--- src/rtl/cpuPkg.sv ---
package cpuPkg;

    // Datapath and address width
    localparam int XLen = 32;

    // Register index width, 32 registers
    localparam int RegAddrW = 5;

    // Instruction RAM size in words
    localparam int ImemDepth = 256;
    localparam int ImemAddrW = 8;

    // Major opcodes of the supported subset
    localparam logic [6:0] OpRType  = 7'b0110011;
    localparam logic [6:0] OpIType  = 7'b0010011;
    localparam logic [6:0] OpBranch = 7'b1100011;

    // funct3 for arithmetic and logic
    localparam logic [2:0] F3AddSub = 3'b000;
    localparam logic [2:0] F3Slt    = 3'b010;
    localparam logic [2:0] F3Or     = 3'b110;
    localparam logic [2:0] F3And    = 3'b111;

    // funct3 for branches
    localparam logic [2:0] F3Beq = 3'b000;
    localparam logic [2:0] F3Bne = 3'b001;

    // ALU operation select
    typedef enum logic [2:0] {
        AluAdd = 3'd0,
        AluSub = 3'd1,
        AluAnd = 3'd2,
        AluOr  = 3'd3,
        AluSlt = 3'd4
    } aluCtrlT;

    // Immediate format select
    typedef enum logic {
        ImmI = 1'b0,
        ImmB = 1'b1
    } immSrcT;

    // One instruction word, three decode views
    typedef union packed {
        // Register-register format
        struct packed {
            logic [6:0] funct7;
            logic [4:0] rs2;
            logic [4:0] rs1;
            logic [2:0] funct3;
            logic [4:0] rd;
            logic [6:0] opcode;
        } r;
        // Register-immediate format
        struct packed {
            logic [11:0] imm12;
            logic [4:0]  rs1;
            logic [2:0]  funct3;
            logic [4:0]  rd;
            logic [6:0]  opcode;
        } i;
        // Branch format, offset split across the word
        struct packed {
            logic        imm12;
            logic [5:0]  imm10to5;
            logic [4:0]  rs2;
            logic [4:0]  rs1;
            logic [2:0]  funct3;
            logic [3:0]  imm4to1;
            logic        imm11;
            logic [6:0]  opcode;
        } b;
    } instrT;

endpackage

--- src/rtl/alu.sv ---
`timescale 1ns/1ps

module alu (
    input  logic [cpuPkg::XLen-1:0]  rd1,
    input  logic [cpuPkg::XLen-1:0]  rd2,
    input  logic [cpuPkg::XLen-1:0]  imm,
    input  logic                     aluSrc,
    input  cpuPkg::aluCtrlT          aluCtrl,
    output logic [cpuPkg::XLen-1:0]  result,
    output logic                     eq
);

    // Second operand after source select
    logic [cpuPkg::XLen-1:0] opB;

    // Signed compare for slt and slti
    logic lessThan;

    // Register or immediate operand
    assign opB = aluSrc ? imm : rd2;

    assign lessThan = $signed(rd1) < $signed(opB);

    always_comb begin
        case (aluCtrl)
            cpuPkg::AluAdd: begin
                result = rd1 + opB;
            end
            cpuPkg::AluSub: begin
                result = rd1 - opB;
            end
            cpuPkg::AluAnd: begin
                result = rd1 & opB;
            end
            cpuPkg::AluOr: begin
                result = rd1 | opB;
            end
            // Zero-extended single-bit flag
            cpuPkg::AluSlt: begin
                result = {{(cpuPkg::XLen-1){1'b0}}, lessThan};
            end
            default: begin
                result = '0;
            end
        endcase
    end

    // Branch condition, same operands as the ALU
    assign eq = (rd1 == opB);

endmodule

--- config.mk ---
export PLATFORM = sky130hd
export DESIGN_NAME = alu
export DESIGN_NICKNAME = d
export VERILOG_FILES = /design/src/rtl/cpuPkg.sv /design/src/rtl/alu.sv
export SDC_FILE = /design/constraint.sdc
export NUM_CORES = 1
export LEC_CHECK = 0
export BUFFER_PORTS_ARGS = -buffer_cell sky130_fd_sc_hd__buf_2
export CAP_MARGIN = 5
export CORE_MARGIN = 3
export CORE_UTILIZATION = 52
export DETAILED_ROUTE_END_ITERATION = 8
export PLACE_DENSITY = 0.78
export SLEW_MARGIN = 25
export SYNTH_ARGS = -nofsm -noshare
export SYNTH_HDL_FRONTEND = slang
export SYNTH_SLANG_ARGS = --single-unit
export TNS_END_PERCENT = 5
--- constraint.sdc ---
create_clock -name vclk -period 9.6
set_input_delay 0.48 -clock vclk [all_inputs]
set_output_delay 0.48 -clock vclk [all_outputs]
set_load 0.05 [all_outputs]
==> results.md <==
* Final Core Density at 60.8%
* Final non-filler cell total at 1012
* Most common cell after layout, fill and taps aside: buf_2
* Hold WS at 1480 ps
* Status: finished clean
* 1st-iter DRT viols at 556
* Layout area overhead at 13.3%
* Number of cell rows at 36
* Placeable Area at 0.00982 mm^2
* Dpl ws at 4770 ps
* Vias at 6008
* Critical Path RT at 9120 ps
* FMAX at 204 MHz
* Final setup fails at 0
* Vias per cell at 5.94
* Post-DP HPWL at 12200 um
* Post-synthesis cell type count at 66
* Cells after DPL at 1012
* Critical Path End Type: output port
* Die Ht at 107 um
* Die Width at 107 um
* Measured slew at the worst slew-check pin at 774 ps
* Setup bufs post-CTS at 0
* Ys Warns at 0
* DRT Pass-1 Iters at 5
* # clk buffers at 0
* Num sequential at 0
* Initial core utilization at 53.7%
* Mean post-synth cell area at 6.74 um^2
* Residual DRC count at 0
* Hold crit path type: in -> out
* RSZ-0062 raised after global routing: false
* CP Class: in -> out
* Pwr Density at 76.8 mW/mm^2
* Initial antenna violation count at 0
* Fin crit share at 51.0%
* Setup crit start kind: input pin
* Peak supply drop at 0.0000435 V
* Post-Synthesis Cells at 783
* Critical Path AT at 4410 ps
* Per-cell routed wire length at 15.3 um
* Final wirelength at 15500 um
* Final Max Tran Viols at 0
* PnR worst setup slack at 4710 ps
* Die ar. at 0.0114 mm^2
* First-pass GRT wire length at 25200 um
* Global route overflow at 0
* Commonest non-fill, non-tap cells in the layout: buf_2 (133), ha_1 (106), inv_1 (97), a21oi_1 (75), nor2_1 (67)
* Synthesized cell area at 0.00527 mm^2
* Antenna-violating nets left at 0
* Post-cts hold buffer count at 0
* Vias in the first global route at 5362
* Max-cap viol count at 0
* Fin crit period at 4890 ps
* Fin. Hold Viols at 0
* Seq/Total Area, Yosys at 0%
* Cts repair resizes at 0
* GRT Util Overall at 25.5%
* Leak Pwr at 3.12 nW
* Syn nets at 991
* Layout cells sized above 1 at 17.3%
* PortBufs at 133
* GPL Wtd Cong at 0.960
* Largest net degree at the start of global routing at 61
* N_diodes at 0
* Final setup TNS at 0 ps
* Nets at 1089
* Max-slew headroom at 47.0%
* I/O pin count at 133
* Hold path cells at 3
* Crit-path max FO at 32
* FF/Latch Area at 0 um^2
where the power goes:
group          total (mW)  internal [mW]  switching (mW)
registers               0              0               0
logic               0.459          0.163           0.296
clock network           0              0               0
cell type report:
cell class / count / area [um^2]
inverters: 99 / 372
well taps: 133 / 166
repair buffers: 137 / 696
fillers: 993 / 3850
multi-input cells: 643 / 4740
cells by family after synthesis:
kind of cell,count (synthesis),share of synthesized area (%)
AO/OA/AOI/OAI,254,32.1
adder cells (fa/ha/maj),108,25.9
buffers and inverters,140,10.2
AND/OR/NAND/NOR,217,20.2
multiplexers,39,7.43
XOR/XNOR,25,4.15
stage by stage:
| stage | power [mW] | instance area, um^2 |
|---|---|---|
| 2_1_floorplan | 0.344 | 5270 |
| 6_report | 0.459 | 5970 |
| 4_1_cts | 0.453 | 5970 |
| 3_5_place_dp | 0.450 | 5970 |
| 3_3_place_gp | 0.449 | 5970 |
| 5_1_grt | 0.502 | 5970 |
worst max-delay path, stage by stage:
cell and delay [ps]:
buf_2 70, buf_4 460, mux2i_1 220, inv_1 120, ha_1 230, inv_1 80, fa_1 410, nor2b_1 170
o211ai_1 130, a31oi_1 410, a31o_2 300, a211o_1 210, a211oi_1 120, o41ai_1 330, a21boi_0 220, nand3b_1 150
buf_2 270
final timing paths:
path	start	endpoint	slack, ps
min	aluCtrl[2]	result[2]	1480
max	aluSrc	result[30]	4710
synth_stat cells, drive strengths merged (3+ instances only):
| cell | count | area share [%] |
|---|---|---|
| ha | 106 | 25 |
| inv | 99 | 7.0 |
| a21oi | 76 | 7.3 |
| nor2 | 67 | 4.8 |
| nand2 | 54 | 3.9 |
| o21ai | 48 | 4.6 |
| mux2i | 38 | 7.2 |
| xnor2 | 24 | 4.0 |
| clkbuf | 23 | 1.7 |
| buf | 18 | 1.5 |
| o221ai | 18 | 3.0 |
| a21o | 17 | 2.4 |
| o21bai | 16 | 2.3 |
| nand2b | 14 | 1.7 |
| nor3 | 14 | 1.3 |
| a211oi | 13 | 1.9 |
| nor2b | 12 | 1.4 |
| nor4 | 12 | 1.4 |
| a31oi | 11 | 1.3 |
| nand3 | 8 | 0.76 |
| nand4 | 6 | 0.71 |
| o21a | 6 | 0.85 |
| a2111oi | 5 | 1.2 |
| o211ai | 5 | 0.71 |
| o31ai | 5 | 0.71 |
| a211o | 4 | 0.66 |
| and3 | 4 | 0.47 |
| nand3b | 4 | 0.57 |
| or3 | 4 | 0.47 |
| or4 | 4 | 0.57 |
| a21boi | 3 | 0.43 |
| a221o | 3 | 0.57 |
| a221oi | 3 | 0.50 |
| a31o | 3 | 0.50 |
| and2 | 3 | 0.36 |
| nor3b | 3 | 0.43 |
| o41ai | 3 | 0.64 |
per-layer routing:
layer	wire, um	GRT usage (%)	vias up
met3	1260	1.02	21
met2	6910	42.2	271
li1	-	-	2970
met5	0	0	-
met1	7130	37.7	2746
met4	199	3.47	0
Note: power is estimated with default switching activity, not from simulation.
