**src/rtl/cpuPkg.sv**
```systemverilog
package cpuPkg;

    // Datapath and address width
    localparam int XLen = 32;

    // Register index width, 32 registers
    localparam int RegAddrW = 5;

    // Instruction RAM size in words
    localparam int ImemDepth = 256;
    localparam int ImemAddrW = 8;

    // Major opcodes of the supported subset
    localparam logic [6:0] OpRType  = 7'b0110011;
    localparam logic [6:0] OpIType  = 7'b0010011;
    localparam logic [6:0] OpBranch = 7'b1100011;

    // funct3 for arithmetic and logic
    localparam logic [2:0] F3AddSub = 3'b000;
    localparam logic [2:0] F3Slt    = 3'b010;
    localparam logic [2:0] F3Or     = 3'b110;
    localparam logic [2:0] F3And    = 3'b111;

    // funct3 for branches
    localparam logic [2:0] F3Beq = 3'b000;
    localparam logic [2:0] F3Bne = 3'b001;

    // ALU operation select
    typedef enum logic [2:0] {
        AluAdd = 3'd0,
        AluSub = 3'd1,
        AluAnd = 3'd2,
        AluOr  = 3'd3,
        AluSlt = 3'd4
    } aluCtrlT;

    // Immediate format select
    typedef enum logic {
        ImmI = 1'b0,
        ImmB = 1'b1
    } immSrcT;

    // One instruction word, three decode views
    typedef union packed {
        // Register-register format
        struct packed {
            logic [6:0] funct7;
            logic [4:0] rs2;
            logic [4:0] rs1;
            logic [2:0] funct3;
            logic [4:0] rd;
            logic [6:0] opcode;
        } r;
        // Register-immediate format
        struct packed {
            logic [11:0] imm12;
            logic [4:0]  rs1;
            logic [2:0]  funct3;
            logic [4:0]  rd;
            logic [6:0]  opcode;
        } i;
        // Branch format, offset split across the word
        struct packed {
            logic        imm12;
            logic [5:0]  imm10to5;
            logic [4:0]  rs2;
            logic [4:0]  rs1;
            logic [2:0]  funct3;
            logic [3:0]  imm4to1;
            logic        imm11;
            logic [6:0]  opcode;
        } b;
    } instrT;

endpackage

```
**src/rtl/registerFile.sv**
```systemverilog
`timescale 1ns/1ps

module registerFile (
    input  logic                         clk,
    input  logic                         arstN,
    input  logic [cpuPkg::RegAddrW-1:0]  rs1,
    input  logic [cpuPkg::RegAddrW-1:0]  rs2,
    input  logic [cpuPkg::RegAddrW-1:0]  rd,
    input  logic [cpuPkg::XLen-1:0]      wd,
    input  logic                         we,
    output logic [cpuPkg::XLen-1:0]      rd1,
    output logic [cpuPkg::XLen-1:0]      rd2,
    output logic [cpuPkg::XLen-1:0]      a0
);

    // x1..x31, x0 has no storage
    logic [cpuPkg::XLen-1:0] regs [1:31];

    // Write on clock edge, x0 target dropped
    always_ff @(posedge clk or negedge arstN) begin
        if (!arstN) begin
            for (int k = 1; k < 32; k++) begin
                regs[k] <= '0;
            end
        end else if (we && (rd != '0)) begin
            regs[rd] <= wd;
        end
    end

    // Combinational reads, x0 hardwired to zero
    assign rd1 = (rs1 == '0) ? '0 : regs[rs1];
    assign rd2 = (rs2 == '0) ? '0 : regs[rs2];

    // x10 exported for observation
    assign a0 = regs[10];

endmodule

```
**config.mk**
```make
export PLATFORM = sky130hd
export DESIGN_NAME = registerFile
export DESIGN_NICKNAME = d
export VERILOG_FILES = /design/src/rtl/cpuPkg.sv /design/src/rtl/registerFile.sv
export SDC_FILE = /design/constraint.sdc
export NUM_CORES = 2
export LEC_CHECK = 0
export BUFFER_PORTS_ARGS = -buffer_cell sky130_fd_sc_hd__buf_2
export CAP_MARGIN = 40
export CORE_ASPECT_RATIO = 0.9
export CORE_UTILIZATION = 65
export DETAILED_ROUTE_END_ITERATION = 16
export HOLD_SLACK_MARGIN = 0.12
export MAX_ROUTING_LAYER = met4
export PLACE_DENSITY = 0.83
export SYNTH_ARGS = -nofsm -noshare
export SYNTH_HDL_FRONTEND = slang
export SYNTH_SLANG_ARGS = --single-unit
```
**constraint.sdc**
```tcl
create_clock -name clk -period 3.2 [get_ports clk]
set_input_delay 0.32 -clock clk [delete_from_list [all_inputs] [get_ports clk]]
set_output_delay 0.32 -clock clk [all_outputs]
set_load 0.01 [all_outputs]
```
==> out/summary.txt <==
==========================================================================================
Result of the run ........................................................... complete, no violations
Wire length of the first global-routing pass ................................       245 mm
Number of buffers created by CTS ............................................           99
Internal Dissipation ........................................................      26.7 mW
Max-cap viol count ..........................................................            0
Via count of the first global-routing pass ..................................        37800
Required time worst endpoint ................................................      2880 ps
DRC errors left .............................................................            0
Crit Path Max Fanout ........................................................           35
Minimum clock period after layout ...........................................      2860 ps
Number of top-level pins ....................................................          146
Net count after synthesis ...................................................         3694
Clock tree skew after final layout ..........................................         0 ps
Unrepaired setup endpoints after global routing .............................        false
Total core area .............................................................   0.0815 mm2
Share of power burned in combinational logic ................................        21.6%
Yosys warning total .........................................................            0
Largest voltage drop on the vdd net .........................................       486 uV
Final setup violation count .................................................            0
Net Sw Power ................................................................      10.4 mW
Insertion delay of the later-clocked pin in the worst-skew pair .............       670 ps
Clock edge transition at the registers on the reported setup and hold paths .        70 ps
Average routed wire per standard cell .......................................      34.2 um
Initial antenna violation count .............................................           10
Hold-fix buffers at CTS .....................................................            1
Weighted congestion reported at the end of routability-driven placement .....        0.916
Most frequent cells in the layout ........................................... 1050 x sky130_fd_sc_hd__mux2_2, 992 x sky130_fd_sc_hd__dfrtp_1, 377 x sky130_fd_sc_hd__mux4_2
Critical path class ......................................................... input pin to primary output
Clock share of power ........................................................        32.5%
DIE WIDTH ...................................................................       305 um
Number of search-and-repair iterations in the first detailed-routing pass ...            6
Synth Area in Simple Gates ..................................................        2.04%
Maximum level of the CTS H-tree .............................................            3
Signal arrival time at the worst endpoint ...................................      2540 ps
Post-synthesis adder-cell area fraction .....................................           0%
Register-to-Register Setup Slack ............................................      2260 ps
Number of buffers inserted to repair setup after CTS ........................            0
Termination of the worst setup path .........................................       rd2[2]
Worst R2R End ...............................................................        a0[9]
Count of pins over their slew limit .........................................            0
Worst setup path start ......................................................       rs2[1]
Reg power frac ..............................................................        45.9%
Proportion of layout cells with a drive suffix above 1 ......................        52.4%
Clock tree from TritonCTS ...................................................          yes
Reg2Reg Depth ...............................................................            1
Top FF cell, synth .......................................................... sky130_fd_sc_hd__dfrtp_1
DR iter-0 viols .............................................................         4755
Floorplan die height ........................................................       275 um
Sequential cell area fraction in the yosys report ...........................        46.2%
Combinational family with the most area after synthesis ..................... multiplexers
Fin crit share ..............................................................        89.5%
Post-synthesis cell count ...................................................         3644
Post-detailed-route via-to-cell ratio .......................................         7.59
Rows ........................................................................           99
Leading cell types by total area after synthesis ............................ sky130_fd_sc_hd__dfrtp_1 46%, sky130_fd_sc_hd__mux2_2 22%, sky130_fd_sc_hd__mux4_2 16%, sky130_fd_sc_hd__mux2i_1 5.0%, sky130_fd_sc_hd__buf_2 1.5%
Detailed placement HPWL .....................................................       101 mm
Reported leakage power ......................................................      26.2 nW
Wirelength, routed ..........................................................       164 mm
Synthesized cell area .......................................................   0.0537 mm2
Hold Crit Class ............................................................. input pin to asynchronous set/reset pin
Compound-gate portion of the synthesized area ...............................        4.49%
Async S/R FF share, synth ...................................................         100%
PnR Total Power .............................................................      37.1 mW
Peak clock frequency supported by timing ....................................    0.349 GHz
Total number of vias ........................................................        36400
Xor/xnor cell area share of the yosys netlist ...............................           0%
Overall fraction of global-route tracks in use ..............................        40.9%
Transition at the pin with the smallest max-transition slack ................       904 ps
Post-synthesis average cell area ............................................     14.7 um2
Capturing element type of the critical path ................................. primary output
Floorplan die area ..........................................................   0.0838 mm2
Most common cell after layout, fill and taps aside .......................... sky130_fd_sc_hd__mux2_2
Switching share of power ....................................................        28.1%
Setup TNS ...................................................................         0 ps
Areal power density over the cells ..........................................   626 mW/mm2
Final hold viol count .......................................................            0
Layout overhead on the synthesized area .....................................        10.3%
Maximum number of pins on one net before global-route repair ................          134
Count of different cell masters after synthesis .............................           46
Bufs on Longest Clock Path ..................................................            3
EDFF count, synth ...........................................................            0
Leading area contributor after synthesis .................................... sky130_fd_sc_hd__dfrtp_1
Portion of synthesized cell area occupied by the leading cell type ..........        46.2%
Global route total overflow .................................................            0
Clock tree sinks ............................................................          992
Final Net Count .............................................................         3696
Relative slew margins .......................................................        39.7%
Post-synthesis sequential element count .....................................          992
Worst Setup Start Kind ......................................................    input pin
Post-cts sizing count .......................................................            0
Startpoint of the most critical register-to-register path ...................        a0[9]
CTS root buffer ............................................................. sky130_fd_sc_hd__clkbuf_16
Post-layout util ............................................................        72.7%
Number of input and output port buffers inserted ............................          145
Post-DRT Antenna Nets .......................................................            0
Initial standard-cell utilization of the core ...............................        65.9%
Share of cell area taken by muxes after synthesis ...........................        43.2%
==========================================================================================
-- final cells by class --
cell class / count / area [um2]
diodes: 14 / 35.0
clock buffers: 139 / 2840
clock inverters: 34 / 479
fillers: 5061 / 22200
inverters: 9 / 33.8
multi-input cells: 2219 / 26900
flip-flops and latches: 992 / 24800
well taps: 1060 / 1330
repair buffers: 325 / 2840
-- how the worst min path moves through the flow --
stage	cells after the start	startpoint	end
6_report	2	arstN	regs[227]
5_1_grt	2	wd[20]	regs[724]
4_1_cts	2	wd[19]	regs[819]
3_5_place_dp	1	arstN	regs[227]
3_3_place_gp	1	arstN	regs[227]
2_1_floorplan	0	arstN	a0[0]
-- metrics by stage --
stage               area, um2  worst slack, ps  hold slack, ps  std cells
finish                  59300              336             245       4792
global route            59300              271             257       4788
CTS                     59200              405             218       4778
detailed placement      55900              440             386       4604
global placement        55900              424             387       4602
floorplan               53700             1080            24.4       3644
-- power groups by stage --
| stage | Combinational [mW] | Clock (mW) | Sequential (mW) |
|---|---|---|---|
| 2_1_floorplan | 6.08 | 0 | 16.3 |
| 6_report | 8.00 | 12.0 | 17.0 |
| 3_5_place_dp | 7.89 | 0 | 17.1 |
| 5_1_grt | 8.46 | 12.6 | 17.3 |
| 4_1_cts | 7.96 | 12.1 | 16.9 |
| 3_3_place_gp | 7.55 | 0 | 16.8 |
-- critical path, stage by stage --
cell	delay, ps
sky130_fd_sc_hd__buf_8	320
sky130_fd_sc_hd__nor2b_4	390
sky130_fd_sc_hd__nor2b_1	650
sky130_fd_sc_hd__a2111oi_0	280
sky130_fd_sc_hd__a211oi_1	360
sky130_fd_sc_hd__buf_2	210
-- flip-flops by register name (all words and copies together), names as in the netlist --
register and count:
a0 32, regs 960
-- synthesized netlist by cell type, types with 19 or more instances --
| cell type | count |
|---|---|
| sky130_fd_sc_hd__buf_2 | 162 |
| sky130_fd_sc_hd__nor2_1 | 33 |
| sky130_fd_sc_hd__nor3_1 | 32 |
| sky130_fd_sc_hd__nor2b_1 | 44 |
| sky130_fd_sc_hd__a22oi_1 | 102 |
| sky130_fd_sc_hd__o31a_1 | 28 |
| sky130_fd_sc_hd__mux2_1 | 19 |
| sky130_fd_sc_hd__buf_4 | 70 |
| sky130_fd_sc_hd__clkbuf_1 | 161 |
| sky130_fd_sc_hd__mux4_2 | 377 |
| sky130_fd_sc_hd__o211ai_1 | 32 |
| sky130_fd_sc_hd__nand2_1 | 21 |
| sky130_fd_sc_hd__a221oi_1 | 43 |
| sky130_fd_sc_hd__mux2_2 | 1050 |
| sky130_fd_sc_hd__and3_1 | 29 |
| sky130_fd_sc_hd__mux2i_1 | 267 |
| sky130_fd_sc_hd__dfrtp_1 | 992 |
-- metal layers --
layer  vias up  GRT usage, %  wire length (um)  share of wire (%)
met5         -             -                 0                  0
met4         0          22.0             10100                6.2
met3       669          10.2             18300                 11
met2      2472          60.7             75100                 46
met1     19100          52.3             60300                 37
li1      14100             -                 -                  -
-- logic make-up after synthesis --
group           Yosys count
simple gates            203
mux                    1713
compound gates          303
flops                   992
buf+inv                 433
No activity file was read; power rests on OpenSTA's default activity.
