File: src/rtl/cpuPkg.sv
package cpuPkg;

    // Datapath and address width
    localparam int XLen = 32;

    // Register index width, 32 registers
    localparam int RegAddrW = 5;

    // Instruction RAM size in words
    localparam int ImemDepth = 256;
    localparam int ImemAddrW = 8;

    // Major opcodes of the supported subset
    localparam logic [6:0] OpRType  = 7'b0110011;
    localparam logic [6:0] OpIType  = 7'b0010011;
    localparam logic [6:0] OpBranch = 7'b1100011;

    // funct3 for arithmetic and logic
    localparam logic [2:0] F3AddSub = 3'b000;
    localparam logic [2:0] F3Slt    = 3'b010;
    localparam logic [2:0] F3Or     = 3'b110;
    localparam logic [2:0] F3And    = 3'b111;

    // funct3 for branches
    localparam logic [2:0] F3Beq = 3'b000;
    localparam logic [2:0] F3Bne = 3'b001;

    // ALU operation select
    typedef enum logic [2:0] {
        AluAdd = 3'd0,
        AluSub = 3'd1,
        AluAnd = 3'd2,
        AluOr  = 3'd3,
        AluSlt = 3'd4
    } aluCtrlT;

    // Immediate format select
    typedef enum logic {
        ImmI = 1'b0,
        ImmB = 1'b1
    } immSrcT;

    // One instruction word, three decode views
    typedef union packed {
        // Register-register format
        struct packed {
            logic [6:0] funct7;
            logic [4:0] rs2;
            logic [4:0] rs1;
            logic [2:0] funct3;
            logic [4:0] rd;
            logic [6:0] opcode;
        } r;
        // Register-immediate format
        struct packed {
            logic [11:0] imm12;
            logic [4:0]  rs1;
            logic [2:0]  funct3;
            logic [4:0]  rd;
            logic [6:0]  opcode;
        } i;
        // Branch format, offset split across the word
        struct packed {
            logic        imm12;
            logic [5:0]  imm10to5;
            logic [4:0]  rs2;
            logic [4:0]  rs1;
            logic [2:0]  funct3;
            logic [3:0]  imm4to1;
            logic        imm11;
            logic [6:0]  opcode;
        } b;
    } instrT;

endpackage

File: src/rtl/programCounter.sv
`timescale 1ns/1ps

module programCounter (
    input  logic                     clk,
    input  logic                     arstN,
    input  logic                     pcSrc,
    input  logic [cpuPkg::XLen-1:0]  imm,
    output logic [cpuPkg::XLen-1:0]  pc
);

    logic [cpuPkg::XLen-1:0] pcPlus4;
    logic [cpuPkg::XLen-1:0] pcBranch;
    logic [cpuPkg::XLen-1:0] pcNext;

    // Sequential fetch address
    assign pcPlus4 = pc + cpuPkg::XLen'(4);

    // Branch target, offset already scaled by immGen
    assign pcBranch = pc + imm;

    // Taken branch wins over fall-through
    assign pcNext = pcSrc ? pcBranch : pcPlus4;

    // PC register, restarts at address 0
    always_ff @(posedge clk or negedge arstN) begin
        if (!arstN) begin
            pc <= '0;
        end else begin
            pc <= pcNext;
        end
    end

endmodule

File: config.mk
export PLATFORM = sky130hd
export DESIGN_NAME = programCounter
export DESIGN_NICKNAME = d
export VERILOG_FILES = /design/src/rtl/cpuPkg.sv /design/src/rtl/programCounter.sv
export SDC_FILE = /design/constraint.sdc
export NUM_CORES = 1
export LEC_CHECK = 0
export BUFFER_PORTS_ARGS = -buffer_cell sky130_fd_sc_hd__buf_4
export CAP_MARGIN = 15
export CELL_PAD_IN_SITES_DETAIL_PLACEMENT = 1
export CELL_PAD_IN_SITES_GLOBAL_PLACEMENT = 2
export CORE_MARGIN = 3
export CORE_UTILIZATION = 35
export DETAILED_ROUTE_END_ITERATION = 10
export GPL_ROUTABILITY_DRIVEN = 0
export PLACE_DENSITY_LB_ADDON = 0.12
export SYNTH_ARGS = -nofsm -noshare
export SYNTH_HDL_FRONTEND = slang
export SYNTH_SLANG_ARGS = --single-unit
File: constraint.sdc
create_clock -name clk -period 7 [get_ports clk]
set_input_delay 0.7 -clock clk [delete_from_list [all_inputs] [get_ports clk]]
set_output_delay 0.7 -clock clk [all_outputs]
set_load 0.02 [all_outputs]
==> impl_results.md, run 1 <==
- Min Clock Period, post-route: ~3000 ps
- CP max-delay cell: o311ai_1
- Synth Flop Type: dfrtp_1
- Std cell rows: 35
- FF/Latch Area: 801 um^2
- Die area: 11100 um^2
- Total Routing Usage GR: between 20% and 30%
- Syn_nets: 502
- P_leak: around 1.8 nW
- Slew @ Worst Pin: approximately 1100 ps
- Post-synthesis instance area: about 3500 um^2
- Global route overflow: 0
- Max stage delay on crit path: around 470 ps
- Pwr dens: about 500 nW/um^2
- Initial Utilization: a little under two fifths
- Critical Path Sink Type: register
- Clock Tree Buf Depth: 2
- Drt pass-1 iters: 4
- CTS root buf: clkbuf_8
- DR vias/cell: about 5.6
- Antenna Nets Post-Route: 0
- Period utilisation layout: 42.5%
- Reg-to-reg setup timing slack: a little over 4000 ps
- Max_cap viols: 0
- Die Wd: 105 um
- Total Nets Final: ~550
- Syn Area/Cell: roughly 8 um^2
- Yosys warnings: 0
- Post-synth EDFFs: 0
- CP required: 7140 ps
- Clock latency on the worst-skew pair: 290 ps
- Share of cells above drive strength 1: between 10% and 20%
- Via count: about 3400
- Asr flop ratio synth: 100%
- Worst setup margin: 4020 ps
- Flops & latches, synth: 32
- Routed len/inst: between 15 and 20 um
- Worst slack, placed: about 3700 ps
- Final setup vio count: 0
- Diode count: 0
- Worst-path fanout max: 3
- Critical-path cell list: buf_4, ha_1, inv_1, fa_1, nand2b_1, a21oi_1, o31ai_1, o311ai_1, o21ai_1, o31ai_2, xnor2_1, o21ai_1
- Cell count after synthesis: ~430
- Drt initial violations: 100
- RSZ-0062 raised after global routing: false
- Status: completed
- Number of global-route vias before repair: ~3600
- Placed insts: between 600 and 700
- HP Class: primary input to async pin
- Area of the multi-input gates: about 2500 um^2
- Relative slew slack: roughly a quarter
- Setup tns final: 0 ps
- Highest clock rate: 336 MHz
- Area Overhead vs Synth: 20.1%
- Kind of cell adding the most delay to the critical path: compound AO/OA/AOI/OAI gates
- IR drop worst, VDD: approximately 0.17 mV
- Fillers: roughly 1200
- Sink Count: 32
- First-pass GRT wire length: roughly 19000 um
- Ports: 67
- Largest net degree at the start of global routing: 35
- Top reg by flops: pc
- Hold Fails Final Rpt: 0
- Post-cts resize count: 0
- Most frequent CP cell: o21ai_1
- Pwr Total: approximately 2.1 mW
- Number of flip-flops under the largest register name: 32
- Skew final: about 7.1 ps
- Non-filler cells, final: around 620
- Fin. max-slew vios: 0
- PortBufs: 66
- Top flop regs: pc x32
- Layout Utilization: between 40% and 50%
- Sequential-to-total area share from yosys stat: 23.2%
- Core area: roughly 9400 um^2
- Clk slew on worst S/H paths: 80 ps
- CTS tree: built
- Startpoint types: primary input
- CP Class: primary input to register
- Post-synth cell types: 60
- Crit path arrival time: approximately 3100 ps
- WP buf/inv: 2
- Final WL: 11200 um
- Postcts setup bufs: 0
- Die height: 105 um
- Drt drc: 0
- Initial antenna violation count: 0
- H-Tree Level Count: 2
- Cts hold-fix bufs: 0
- DP HPWL: a little under 9000 um
- Num CTS Buffers: 5
==> path summary, 6_finish.rpt <==
path                         from      to  depth (start not counted)
max reg2reg                 pc[0]  pc[28]                         11
max in group asynchronous   arstN  pc[22]                          1
min                         arstN   pc[4]                          1
min reg2reg                pc[31]  pc[31]                          1
max                        imm[0]  pc[28]                         12
min in group clk           pc[31]  pc[31]                          1
==> worst register-to-register path, stage by stage (launching register included) <==
cell	delay, ps
dfrtp_1	370
ha_1	220
inv_1	70
fa_1	390
nand2b_1	180
a21oi_1	210
o31ai_1	160
o311ai_1	470
o21ai_1	180
o31ai_2	260
xnor2_1	150
o21ai_1	70
==> where the power goes <==
group / internal (mW) / switching [mW]
sequential: 0.281 / 0.151
clock: 0.126 / 0.0799
combinational: 0.606 / 0.839
==> Yosys cell counts (3+ instances only) <==
library cell,instances,share of area [%]
nand2b_1,4,0.72
inv_1,12,1.3
and3_1,6,1.1
a211oi_1,3,0.65
o21a_1,4,0.87
ha_1,32,12
o21ai_0,21,3.0
dfrtp_1,32,23
a21o_1,15,3.3
xnor2_1,27,6.8
nor2_1,33,3.6
nor3_1,3,0.43
and4_1,3,0.76
nand2_1,46,5.0
a31oi_1,4,0.72
o21ai_1,15,2.2
nand4_1,12,2.2
a21oi_1,44,6.4
clkbuf_1,12,1.3
nand3_1,21,3.0
buf_2,8,1.2
and2_1,3,0.54
xor2_1,26,6.6
o2111ai_1,3,0.76
mux2i_1,3,0.87
==> area by class of cell <==
cell class	instances	area share (%)
clock buffers	7	2.32
repair buffers	66	11.9
clock inverters	1	0.724
inverters	12	1.09
multi-input cells	369	60.7
flip-flops and latches	32	19.3
well taps	129	3.89
==> cell families (layout without fill, tap and decap cells) <==
group                    after synthesis  in the layout  share of synthesized area, %
buffers and inverters                 33             86                          3.87
flip-flops                            32             32                          23.2
multiplexers                           4              4                          1.19
XOR/XNOR                              53             53                          13.4
AND/OR/NAND/NOR                      144            144                          20.7
adder cells (fa/ha/maj)               33             33                          12.2
AO/OA/AOI/OAI                        135            135                          25.5
==> metrics by stage <==
step	hold slack (ps)	area [um^2]
detailed placement	479	4020
global route	382	4150
floorplan	404	3460
global placement	469	4020
CTS	370	4150
finish	363	4150
==> metal layers <==
layer | vias to the layer above | share of wire, % | track usage (%)
li1 | 1681 | - | -
met1 | 1670 | 45 | 26.8
met2 | 65 | 51 | 37.0
met3 | 9 | 3.1 | 2.27
met4 | 0 | 1.0 | 4.40
met5 | - | 0 | 0
==> layout by cell type (no fill, tap or decap), types with 4 or more instances in the layout <==
cell and instances:
dfrtp_1 32, clkbuf_8 7, ha_1 32, o21a_1 4, xor2_1 26, and3_1 6
nor2_1 33, buf_4 66, xnor2_1 27, nand2b_1 4, inv_1 12, nand4_1 12
o21ai_0 21, a21oi_1 44, nand3_1 21, a31oi_1 4, o21ai_1 15, nand2_1 46
a21o_1 15
(Power assumes the default switching activity.)
==> run 2, diff against run 1 <==
- CORE_UTILIZATION: 35 -> 30
- clock period: 7 -> 2.6 ns (I/O delays scaled with it)
==> impl_results.md, run 2 (synthesis results as in run 1) <==
- Relative slew slack: between 50% and 60%
- Final WL: 11800 um
- Largest net degree at the start of global routing: 35
- P_leak: about 2 nW
- Antenna Nets Post-Route: 0
- Most frequent cells in the layout: 94 x buf_4, 46 x nand2_1, 40 x a21oi_1
- Worst setup margin: about 110 ps
- Diode count: 0
- HP Class: primary input to register
- Setup tns final: 0 ps
- Ports: 67
- CP Class: register to register
- Placed inst area: roughly 4200 um^2
- Die area: approximately 13000 um^2
- Hold Fails Final Rpt: 0
- Pwr dens: about 1400 nW/um^2
- Initial antenna violation count: 0
- H-Tree Level Count: 2
- PortBufs: 66
- First-pass GRT wire length: 19500 um
- CTS tree: built
- WHS Path Cells: 3
- Slew @ Worst Pin: between 600 and 700 ps
- DP HPWL: between 9000 and 10000 um
- Clock latency on the worst-skew pair: 280 ps
- Die Wd: approximately 110 um
- RSZ-0062 raised after global routing: true
- Clk slew on worst S/H paths: 60 ps
- Number of flip-flops under the largest register name: 32
- Status: completed
- Std cell rows: 38
- Drt initial violations: 97
- Via count: 3532
- Fin. max-slew vios: 0
- Routed len/inst: 18.1 um
- Num CTS Buffers: 5
- Number of global-route vias before repair: between 3000 and 4000
- Core area: between 10000 and 15000 um^2
- Share of cells above drive strength 1: 25.4%
- Drt drc: 0
- Total Routing Usage GR: 18.6%
- Area Overhead vs Synth: 29.7%
- Period utilisation layout: between 90% and 100%
- Final Cell Area: roughly 4500 um^2
- Sink Count: 32
- Highest clock rate: ~400 MHz
- Worst-path fanout max: 3
- Die height: ~110 um
- Global route overflow: 0
- Final setup vio count: 0
- Top reg by flops: pc
- Crit path arrival time: ~2700 ps
- Skew final: 5.43 ps
- Startpoint types: register
- CP required: between 2000 and 3000 ps
- DR vias/cell: 5.38
- Worst slack, placed: -70.4 ps
- Max_cap viols: 0
- IR drop worst, VDD: between 0.4 and 0.5 mV
- Drt pass-1 iters: 4
- Placed insts: around 640
- Top flop regs: pc x32
- Clock Tree Buf Depth: 2
- Critical Path Sink Type: register
- Initial Utilization: 31.3%
- Non-filler cells, final: around 660
- Most common cell after layout, fill and taps aside: buf_4
- Min Clock Period, post-route: between 2000 and 2500 ps
- Total Nets Final: slightly below 600
- CTS root buf: clkbuf_16
- Worst Reg-to-Reg Cells: 11
-- run 2: cell type report --
cell class,instances,area (um^2)
clock buffer,6,139
clock inverter,2,10.0
fill,1379,6550
inverter,12,45.0
multi-input combinational,369,2590
sequential,32,801
tap,140,175
timing repair buffer,95,716
-- run 2: worst paths after layout --
check                      slack, ps  endpoint    from
min                              350     pc[0]  imm[0]
max                              110    pc[30]   pc[0]
max reg2reg                      110    pc[30]   pc[0]
min in group asynchronous        490     pc[1]   arstN
min reg2reg                      470    pc[31]  pc[31]
max in group asynchronous       1770    pc[16]   arstN
-- run 2: per-layer routing --
layer / vias to the layer above / part of all wire (%) / GRT usage, %
li1: 1730 / - / -
met1: 1726 / 49 / 25.5
met2: 58 / 47 / 31.5
met3: 18 / 2.8 / 2.51
met4: 0 / 1.4 / 3.69
met5: - / 0 / 0
-- run 2: what timing repair did --
item                                    4_1_cts  5_1_grt
resized for setup                             3       13
endpoints found under the setup margin        3        9
buffers inserted                              1        2
pin swaps                                     6       11
endpoints found under the hold margin        32        0
hold buffers                                  1        0
-- run 2: worst max-delay path, cell delays in order, from the launching register on --
cell,delay (ps)
dfrtp_1,360
ha_2,210
inv_2,40
fa_2,350
and2b_1,240
o2111ai_2,130
a211o_1,320
a21oi_2,160
o211ai_1,160
a21oi_2,170
nor4b_1,60
a311oi_1,190
-- run 2: report_power, final --
part | leakage (nW) | switching (mW) | internal (mW) | total (mW)
logic | 1.55 | 2.55 | 1.90 | 4.45
registers | 0.373 | 0.249 | 0.758 | 1.01
clock network | 0.0766 | 0.245 | 0.378 | 0.623
-- run 2: through the flow --
| stage | hold WS, ps | util [%] | power [mW] |
|---|---|---|---|
| 3_3_place_gp | 263 | 38.3 | 5.28 |
| 2_1_floorplan | -35.6 | - | 3.87 |
| 4_1_cts | 361 | 39.9 | 6.03 |
| 3_5_place_dp | 267 | 38.3 | 5.34 |
| 6_report | 345 | 40.6 | 6.08 |
| 5_1_grt | 348 | 40.6 | 6.63 |
