$ cat src/rtl/cpuPkg.sv
package cpuPkg;

    // Datapath and address width
    localparam int XLen = 32;

    // Register index width, 32 registers
    localparam int RegAddrW = 5;

    // Instruction RAM size in words
    localparam int ImemDepth = 256;
    localparam int ImemAddrW = 8;

    // Major opcodes of the supported subset
    localparam logic [6:0] OpRType  = 7'b0110011;
    localparam logic [6:0] OpIType  = 7'b0010011;
    localparam logic [6:0] OpBranch = 7'b1100011;

    // funct3 for arithmetic and logic
    localparam logic [2:0] F3AddSub = 3'b000;
    localparam logic [2:0] F3Slt    = 3'b010;
    localparam logic [2:0] F3Or     = 3'b110;
    localparam logic [2:0] F3And    = 3'b111;

    // funct3 for branches
    localparam logic [2:0] F3Beq = 3'b000;
    localparam logic [2:0] F3Bne = 3'b001;

    // ALU operation select
    typedef enum logic [2:0] {
        AluAdd = 3'd0,
        AluSub = 3'd1,
        AluAnd = 3'd2,
        AluOr  = 3'd3,
        AluSlt = 3'd4
    } aluCtrlT;

    // Immediate format select
    typedef enum logic {
        ImmI = 1'b0,
        ImmB = 1'b1
    } immSrcT;

    // One instruction word, three decode views
    typedef union packed {
        // Register-register format
        struct packed {
            logic [6:0] funct7;
            logic [4:0] rs2;
            logic [4:0] rs1;
            logic [2:0] funct3;
            logic [4:0] rd;
            logic [6:0] opcode;
        } r;
        // Register-immediate format
        struct packed {
            logic [11:0] imm12;
            logic [4:0]  rs1;
            logic [2:0]  funct3;
            logic [4:0]  rd;
            logic [6:0]  opcode;
        } i;
        // Branch format, offset split across the word
        struct packed {
            logic        imm12;
            logic [5:0]  imm10to5;
            logic [4:0]  rs2;
            logic [4:0]  rs1;
            logic [2:0]  funct3;
            logic [3:0]  imm4to1;
            logic        imm11;
            logic [6:0]  opcode;
        } b;
    } instrT;

endpackage

$ cat src/rtl/controlUnit.sv
`timescale 1ns/1ps

module controlUnit (
    input  cpuPkg::instrT    instr,
    input  logic             eq,
    output logic             regWrite,
    output cpuPkg::aluCtrlT  aluCtrl,
    output logic             aluSrc,
    output cpuPkg::immSrcT   immSrc,
    output logic             pcSrc
);

    always_comb begin
        // No-op defaults, used for unknown encodings
        regWrite = 1'b0;
        aluCtrl  = cpuPkg::AluAdd;
        aluSrc   = 1'b0;
        immSrc   = cpuPkg::ImmI;
        pcSrc    = 1'b0;

        case (instr.r.opcode)
            cpuPkg::OpRType: begin
                regWrite = 1'b1;
                case (instr.r.funct3)
                    // funct7 bit 5 picks sub over add
                    cpuPkg::F3AddSub: begin
                        aluCtrl = instr.r.funct7[5] ? cpuPkg::AluSub : cpuPkg::AluAdd;
                    end
                    cpuPkg::F3Slt: aluCtrl = cpuPkg::AluSlt;
                    cpuPkg::F3Or:  aluCtrl = cpuPkg::AluOr;
                    cpuPkg::F3And: aluCtrl = cpuPkg::AluAnd;
                    // Unsupported R-type ops retire without a write
                    default: regWrite = 1'b0;
                endcase
            end

            cpuPkg::OpIType: begin
                regWrite = 1'b1;
                // Second operand from immediate
                aluSrc   = 1'b1;
                immSrc   = cpuPkg::ImmI;
                case (instr.i.funct3)
                    cpuPkg::F3AddSub: aluCtrl = cpuPkg::AluAdd;
                    cpuPkg::F3Slt:    aluCtrl = cpuPkg::AluSlt;
                    cpuPkg::F3Or:     aluCtrl = cpuPkg::AluOr;
                    cpuPkg::F3And:    aluCtrl = cpuPkg::AluAnd;
                    default:          regWrite = 1'b0;
                endcase
            end

            cpuPkg::OpBranch: begin
                // Compare rs1 against rs2 by subtraction
                aluCtrl = cpuPkg::AluSub;
                immSrc  = cpuPkg::ImmB;
                case (instr.b.funct3)
                    cpuPkg::F3Beq: pcSrc = eq;
                    cpuPkg::F3Bne: pcSrc = !eq;
                    default:       pcSrc = 1'b0;
                endcase
            end

            default: ;
        endcase
    end

endmodule

$ cat config.mk
export PLATFORM = sky130hd
export DESIGN_NAME = controlUnit
export DESIGN_NICKNAME = d
export VERILOG_FILES = /design/src/rtl/cpuPkg.sv /design/src/rtl/controlUnit.sv
export SDC_FILE = /design/constraint.sdc
export NUM_CORES = 1
export LEC_CHECK = 0
export BUFFER_PORTS_ARGS = -buffer_cell sky130_fd_sc_hd__buf_2
export CAP_MARGIN = 15
export CORE_AREA = 2 2 39 41
export DETAILED_ROUTE_END_ITERATION = 16
export DIE_AREA = 0 0 41 43
export PLACE_DENSITY = 0.58
export REMOVE_ABC_BUFFERS = 1
export SLEW_MARGIN = 20
export SYNTH_ARGS = -nofsm -noshare
export SYNTH_HDL_FRONTEND = slang
export SYNTH_SLANG_ARGS = --single-unit
$ cat constraint.sdc
create_clock -name vclk -period 0.95
set_clock_uncertainty 0.05 [all_clocks]
set_input_delay 0.1425 -clock vclk [all_inputs]
set_output_delay 0.1425 -clock vclk [all_outputs]
set_load 0.005 [all_outputs]
==> results.md, run 1 <==
* ANT nets after route at 0
* Die Y at 43 um
* Pwr Density at 252.2 nW/um^2
* Vias in the first global route at 187
* Distinct cells, synth at 13
* Fin crit share at 132.7%
* Time the worst path needs with I/O delays and setup at 1260 ps
* Via-per-instance ratio at 3.864
* Routed WL per cell at ~9.0 um
* # diodes at 0
* Final HPWL DP at 484.8 um
* Failing checks: setup timing
* Top cell type's share of synthesized area at 16.81%
* Residual DRC at 0
* Routed wire length at 530 um
* Commonest cells after routing, fill and taps aside: buf_2 (17), buf_4 (6), buf_6 (3)
* Slew margin rel. at 81.71%
* Syn avg cell area at 8.317 sq um
* Main area contributors after synthesis: nand4b_4 (17%), nor4_4 (15%), and4_1 (12%)
* Final Hold Viols at 0
* Final instance area at 327.8 sq um
* CP Buf/Inv Count at 5
* Sequential share of the synthesized area at 0%
* Layout cell share with drive strength beyond 1 at 72.09%
* Delay-heaviest family, CP: buffers and inverters
* Num rows at 14
* All-Layer GR Usage at 5.894%
* DIE WIDTH at approximately 40 um
* Final setup vio count at 7
* Worst-margin pin slew at roughly 270 ps
* Worst Setup End Kind: output pin
* Congestion Overflow GR at 0
* PortBufs at 19
* Initial Utilization at 10.22%
* Data required, critical path at 760 ps
* Crit path arrival time at between 1000 and 1500 ps
* Placed cell areas at 294.0 sq um
* Gate Count Post-Synth at 17
* Hold crit path type: in2out
* Crit-path cells: buf_6 > and4bb_2 > nand4b_4 > buf_4 > buf_6 > inv_2 > buf_2
* Worst hold path depth at 4
* Initial antenna violation count at 0
* Synthesized cell area at 141.4 sq um
* TNS Setup at -1703 ps
* Worst path slowest cell: and4bb_2
* Io pins at 40
* Max Cap Viol at 0
* Area growth syn-to-layout at 131.9%
* Yosys warnings at 0
* Drt pass-1 iters at 2
* Slew Limit Fails at 0
* Outcome: finished with violations
* Core area at 1384 sq um
* # clk buffers at 0
* Post-layout nets at slightly below 80
* Worst path most repeated cell: buf_6
* Crit Path Class: in2out
* Worst setup SP type: input pin
* First-pass GRT wire length at about 760 um
* Seq. cell area at 0 sq um
* HP Start: instr[5]
* GPL Wtd Cong at 0.5469
* Cell taking the most area after synthesis: nand4b_4
* Die ar. at 1763 sq um
* Crit-path max FO at 3
* Critical Path Max Stage Delay at around 330 ps
* Worst vdd ir at 0.05904 mV
* Setup ws final at -310.3 ps
* Seq_cells at 0
* Fillers at roughly 160
* Most common cell after layout, fill and taps aside: buf_2
* Pre-CTS WS at -319.6 ps
* Largest net degree at the start of global routing at 6
* DRT iter0 DRCs at 1
* Via count at 228
* Max Fclk at 793.5 MHz
* RSZ-0062 raised after global routing: true
* Leakage at 0.0001786 uW
* Worst Hold Path EP: aluSrc
-- how the worst max path moves through the flow --
stage / startpoint / endpoint / slack (ps) / cells past startpoint
5_1_grt: instr[3] / pcSrc / -380 / 5
3_3_place_gp: instr[2] / aluCtrl[0] / -280 / 6
2_1_floorplan: instr[2] / pcSrc / -70 / 3
3_5_place_dp: instr[2] / pcSrc / -320 / 5
4_1_cts: instr[3] / pcSrc / -310 / 5
6_report: instr[3] / immSrc / -310 / 7
-- synth_stat cells --
master,count
nor2_1,3
a21oi_1,2
and4_1,2
and4bb_2,1
inv_1,1
nand2_1,1
nand3b_1,1
nand4b_4,1
nor2b_1,1
nor4_4,1
nor4bb_1,1
o21ai_0,1
xnor2_1,1
-- where the power goes --
group          switching (uW)  leakage, uW  internal [uW]
Combinational            33.8     0.000179           48.9
Clock                       0            0              0
Sequential                  0            0              0
Total                    33.8     0.000179           48.9
-- per-stage QoR --
step | hold WS, ps | total power (uW) | cells | utilization (%)
floorplan | 255.7 | 23.00 | 17 | -
CTS | 615.0 | 82.98 | 58 | 22.69
global route | 635.0 | 91.24 | 59 | 23.69
detailed placement | 614.5 | 77.42 | 57 | 21.25
global placement | 613.9 | 76.52 | 57 | 21.25
finish | 608.7 | 82.69 | 59 | 23.69
-- layout make-up --
cell class                 instances  area [sq um]  area share (%)
tap                               16         20.02           6.107
timing repair buffer              26         163.9           50.00
inverter                           1         3.754           1.145
multi-input combinational         16         140.1           42.75
-- repair_timing --
action / in CTS / in global routing
gates cloned: 0 / 0
setup buffers: 1 / 1
hold buffers: 0 / 0
resized for setup: 3 / 2
pin swaps: 2 / 1
setup endpoints to repair: 7 / 7
endpoints found under the hold margin: 0 / 0
-- routing by layer --
metal | vias to the layer above | part of all wire (%) | wire length, um | track usage, %
met5 | - | 0 | 0 | 0
met4 | 0 | 0 | 0 | 0
met3 | 0 | 13 | 67 | 0
met2 | 15 | 46 | 244 | 10.31
met1 | 94 | 41 | 218 | 8.228
li1 | 119 | - | - | -
-- kinds of logic (layout without fill, tap and decap cells) --
kind of cell / after synthesis / after routing / synth area share, %
xor+xnor: 1 / 1 / 6.196
compound gates: 3 / 3 / 10.62
buf+inv: 1 / 27 / 2.652
simple gates: 12 / 12 / 80.53
Note: power is estimated with default switching activity, not from simulation.
==> inputs of run 2 (changes only) <==
--- a/config.mk
+++ b/config.mk
@@ -10,7 +10,7 @@
 export CORE_AREA = 2 2 39 41
 export DETAILED_ROUTE_END_ITERATION = 16
 export DIE_AREA = 0 0 41 43
-export PLACE_DENSITY = 0.58
+export PLACE_DENSITY = 0.57
 export REMOVE_ABC_BUFFERS = 1
 export SLEW_MARGIN = 20
 export SYNTH_ARGS = -nofsm -noshare
==> constraint.sdc (replaced) <==
create_clock -name vclk -period 1.25
set_clock_uncertainty 0.05 [all_clocks]
set_input_delay 0.1875 -clock vclk [all_inputs]
set_output_delay 0.1875 -clock vclk [all_outputs]
set_load 0.005 [all_outputs]
==> results.md, run 2 (synthesized netlist as in run 1, its figures left out) <==
* Final HPWL DP at 466 um (-3.9%)
* Core area at 1384 sq um (unchanged)
* Worst-margin pin slew at 268.6 ps (-3.839 ps)
* Crit-path max FO at 3 (unchanged)
* M3 GR Usage at 0% (unchanged)
* Dpl cells at 56 (-1.8%)
* Commonest cells after routing, fill and taps aside: buf_2 (17), nor2_1 (3), buf_6 (3), buf_4 (3)
* Io pins at 40 (unchanged)
* Via-per-instance ratio at 3.911 (+1.2%)
* ANT nets after route at 0 (unchanged)
* Most common cell after layout, fill and taps aside: buf_2
* Crit Path Class: in2out
* Leakage at 0.0001651 uW (-7.5%)
* DRT iter0 DRCs at 0 (-1)
* Initial Utilization at 10.22% (unchanged)
* Outcome: finished with violations
* Slew margin rel. at 81.97% (+0.26 points)
* HP Start: instr[5]
* Routed WL per cell at 9.089 um (+1.2%)
* Worst vdd ir at 0.03674 mV (-38%)
* Via count at 219 (-3.9%)
* # diodes at 0 (unchanged)
* Crit path arrival time at 1100 ps (+30 ps)
* Placed cell areas at 286.5 sq um (-2.6%)
* Initial antenna violation count at 0 (unchanged)
* Hold crit path type: in2out
* Layer carrying the most global-route usage: met2
* Congestion Overflow GR at 0 (unchanged)
* Seq. cell area at 0 sq um (unchanged)
* Time the worst path needs with I/O delays and setup at between 1000 and 1500 ps
* Setup ws final at -88.06 ps (+222.2 ps)
* Worst Setup End Kind: output pin
* Grt met1 use at 6.962% (-1.3 points)
* Final cell count without fillers at 56 (-5.1%)
* Data required, critical path at 1010 ps (+250 ps)
* Hold_buf cts at 0 (unchanged)
* Die ar. at 1763 sq um (unchanged)
* Max Cap Viol at 0 (unchanged)
* Setup Fix Bufs, Post-CTS at 0 (-1)
* GPL Wtd Cong at 0.5395 (-1.4%)
* Fillers at 163 (+4.5%)
* Worst setup SP type: input pin
* Residual DRC at 0 (unchanged)
* DIE WIDTH at 41 um (unchanged)
* # clk buffers at 0 (unchanged)
* Post-layout nets at 75 (-3.8%)
* Layout cell share with drive strength beyond 1 at 67.50% (-4.6 points)
* Seq_cells at 0 (unchanged)
* Final setup vio count at 3 (-4)
* Routed wire length at 509 um (-4.0%)
* Crit path from: instr[3]
* PortBufs at 19 (unchanged)
* Slew Limit Fails at 0 (unchanged)
* Vias in the first global route at 210 (+12%)
* Fin crit share at 107.0%
* All-Layer GR Usage at 5.295% (-0.60 points)
* Pwr Density at 188.8 nW/um^2 (-25%)
* Area occupied by multi-input gates at 137.6 sq um (-1.8%)
* Area growth syn-to-layout at 114.2%
* Drt pass-1 iters at 1 (-1)
* Final Hold Viols at 0 (unchanged)
* Final instance area at 302.8 sq um (-7.6%)
* Largest net degree at the start of global routing at 6 (unchanged)
* Num rows at 14 (unchanged)
* GR Layer Usage met2 at 9.688% (-0.62 points)
* Failing checks: setup timing
* Max Fclk at 747.4 MHz
* RSZ-0062 raised after global routing: true
* Die Y at 43 um (unchanged)
* First-pass GRT wire length at 724 um (-4.6%)
* TNS Setup at -160.1 ps (+1543 ps)
run 2: changes by cell type in the layout (fill, tap and decap cells not counted), sizes merged:
cell and change:
buf -3
run 2: path summary, 6_finish.rpt:
kind | endpoint | slack [ps] | depth (start not counted)
setup / recovery | pcSrc | -90 | 5
hold / removal | aluSrc | 610 | 3
run 2: metrics by stage:
step | total power (uW) | setup WS [ps] | utilization, % | hold slack, ps
after global placement | 52.86 | -86.42 | 20.71 | 618.2
final | 57.17 | -88.06 | 21.88 | 609.5
after detailed placement | 54.08 | -109.9 | 20.71 | 617.4
after floorplan | 17.48 | 138.8 | - | 345.7
after global routing | 63.14 | -141.2 | 21.88 | 635.6
after CTS | 58.45 | -106.1 | 21.88 | 618.6
run 2: area by class of cell:
class | count | area share (%)
timing repair buffer | 23 | 46.69
inverter | 1 | 1.240
tap | 16 | 6.612
multi-input combinational | 16 | 45.45
run 2: timing repair:
item | 4_1_cts | 5_1_grt
gates resized for setup | 4 | 0
pin swaps | 2 | 1
cloned | 0 | 0
endpoints found under the setup margin | 7 | 7
run 2: worst max-delay path, stage by stage:
cell,delay [ps]
buf_6,80
and4bb_2,330
nand4b_4,140
nor4_4,210
buf_2,150
run 2: per-layer routing:
layer	wire [um]	up-vias	share of wire [%]
li1	-	112	-
met1	226	93	44
met2	238	14	47
met3	44	0	8.6
met4	0	0	0
met5	0	-	0
run 2: report_power, final:
group / switching, uW / total (uW) / internal [uW]
combinational: 24.1 / 57.2 / 33.1
clock: 0 / 0 / 0
sequential: 0 / 0 / 0
total: 24.1 / 57.2 / 33.1
==> inputs of run 3 (changes only) <==
--- a/config.mk
+++ b/config.mk
@@ -7,10 +7,12 @@
 export LEC_CHECK = 0
 export BUFFER_PORTS_ARGS = -buffer_cell sky130_fd_sc_hd__buf_2
 export CAP_MARGIN = 15
-export CORE_AREA = 2 2 39 41
+export CELL_PAD_IN_SITES_DETAIL_PLACEMENT = 1
+export CELL_PAD_IN_SITES_GLOBAL_PLACEMENT = 1
+export CORE_MARGIN = 2
+export CORE_UTILIZATION = 10
 export DETAILED_ROUTE_END_ITERATION = 16
-export DIE_AREA = 0 0 41 43
-export PLACE_DENSITY = 0.57
+export PLACE_DENSITY = 0.9
 export REMOVE_ABC_BUFFERS = 1
 export SLEW_MARGIN = 20
 export SYNTH_ARGS = -nofsm -noshare
==> results.md, run 3 (synthesized netlist as in run 1, its figures left out) <==
* Outcome: finished with violations
* Failing checks: setup timing
* Crit path from: instr[2]
* Residual DRC at 0 (unchanged)
* Die ar. at 1731 sq um (-1.8%)
* Most common cell after layout, fill and taps aside: buf_2
* Critical path depth in cells at 5 (unchanged)
* Delay-heaviest family, CP: simple AND/OR/NAND/NOR gates
* Time the worst path needs with I/O delays and setup at 1310 ps (-28.30 ps)
* Crit path arrival time at 1070 ps (-30 ps)
* Hold_buf cts at 0 (unchanged)
* Initial antenna violation count at 0 (unchanged)
* All-Layer GR Usage at 6.518% (+1.2 points)
* First-pass GRT wire length at 938 um (+30%)
* Max Fclk at 763.5 MHz (+2.2%)
* Total Power at 57.65 uW (+0.86%)
* Worst setup SP type: input pin
* Worst Setup End Kind: output pin
* Slew Limit Fails at 0 (unchanged)
* Slew margin rel. at 81.02% (-0.95 points)
* Pwr Density at 198.6 nW/um^2 (+5.2%)
* GPL Wtd Cong at 0.6627 (+23%)
* Final setup vio count at 2 (-1)
* Largest net degree at the start of global routing at 6 (unchanged)
* HP Start: instr[5]
* Final Hold Viols at 0 (unchanged)
* Vias in the first global route at 216 (+2.9%)
* Hold crit path type: in2out
* DIE WIDTH at 41.60 um (+1.5%)
* Leakage at 0.0001614 uW (-2.2%)
* Seq. cell area at 0 sq um (unchanged)
* Io pins at 40 (unchanged)
* Fillers at 176 (+8.0%)
* Worst-margin pin slew at 282.7 ps (+14.11 ps)
* Placed cell areas at 277.8 sq um (-3.1%)
* Die Y at 41.60 um (-3.3%)
* Post-layout util at 22.03% (+0.15 points)
* Area occupied by multi-input gates at 137.6 sq um (unchanged)
* Congestion Overflow GR at 0 (unchanged)
* Layout cell share with drive strength beyond 1 at 64.10% (-3.4 points)
* Via-per-instance ratio at 4.093 (+4.7%)
* Final instance area at 290.3 sq um (-4.1%)
* Routed wire length at 528 um (+3.7%)
* CP Buf/Inv Count at 2 (unchanged)
* Worst hold path depth at 3 (unchanged)
* Max Cap Viol at 0 (unchanged)
* # clk buffers at 0 (unchanged)
* ANT nets after route at 0 (unchanged)
* RSZ-0062 raised after global routing: true
* Drt pass-1 iters at 1 (unchanged)
* Num rows at 13 (-1)
* Fin crit share at 104.8% (-2.3 points)
* Worst path slowest cell: and4bb_2
* DRT iter0 DRCs at 0 (unchanged)
* Crit-path cells: buf_6 > and4bb_2 > nand4b_4 > nor4_4 > buf_2
* # diodes at 0 (unchanged)
* Initial Utilization at 10.73% (+0.51 points)
* Area growth syn-to-layout at 105.3%
* Crit-path max FO at 3 (unchanged)
* Via count at 221 (+0.91%)
* Setup ws final at -59.76 ps (+28.30 ps)
* Routed WL per cell at 9.778 um (+7.6%)
* Seq_cells at 0 (unchanged)
* Crit Path Class: in2out
* Core area at 1318 sq um (-4.8%)
* Worst vdd ir at 0.06726 mV (+83%)
* PortBufs at 19 (unchanged)
* Critical Path Max Stage Delay at 330 ps (about the same)
* Commonest cells after routing, fill and taps aside: buf_2 (17), nor2_1 (3), buf_4 (3)
* Data required, critical path at 1010 ps (about the same)
* Post-layout nets at 74 (-1.3%)
run 3: changes by cell type in the layout (fill, tap and decap cells not counted):
cell	previous run	this run
inv_2	1	0
o21ai_0	1	0
inv_1	0	1
buf_6	3	2
o21ai_1	0	1
run 3: layout make-up:
cell class | instances | area share, %
inverter | 1 | 1.293
timing repair buffer | 22 | 44.83
tap | 15 | 6.466
multi-input combinational | 16 | 47.41
run 3: worst min-delay path: stages:
cell	delay (ps)
buf_2	120
nor2_1	50
buf_2	120
run 3: what timing repair did:
| action | 4_1_cts | 5_1_grt |
|---|---|---|
| gates cloned | 0 | 0 |
| setup buffers | 0 | 0 |
| resized for setup | 3 | 0 |
| pin swaps | 3 | 1 |
| endpoints found under the setup margin | 6 | 6 |
run 3: worst paths after layout:
kind / slack [ps] / to
max: -60 / pcSrc
min: 610 / aluSrc
run 3: per-layer routing:
metal	track usage (%)	share of wire (%)	up-vias
met5	0	0	-
met4	0	0	0
met3	1.304	13	0
met2	11.88	46	16
met1	8.312	41	95
li1	-	-	110
run 3: where the power goes:
group          internal (uW)  total [uW]  switching (uW)
combinational           32.8        57.7            24.9
sequential                 0           0               0
clock                      0           0               0
total                   32.8        57.7            24.9
run 3: through the flow:
stage	setup WS, ps	cells	setup TNS [ps]	hold WS (ps)
after global routing	-121.8	54	-412.0	629.8
after CTS	-72.55	54	-151.1	612.4
after floorplan	138.8	17	0	345.7
after detailed placement	-121.9	54	-254.1	610.6
final	-59.76	54	-102.3	606.8
after global placement	-81.42	54	-202.7	608.8
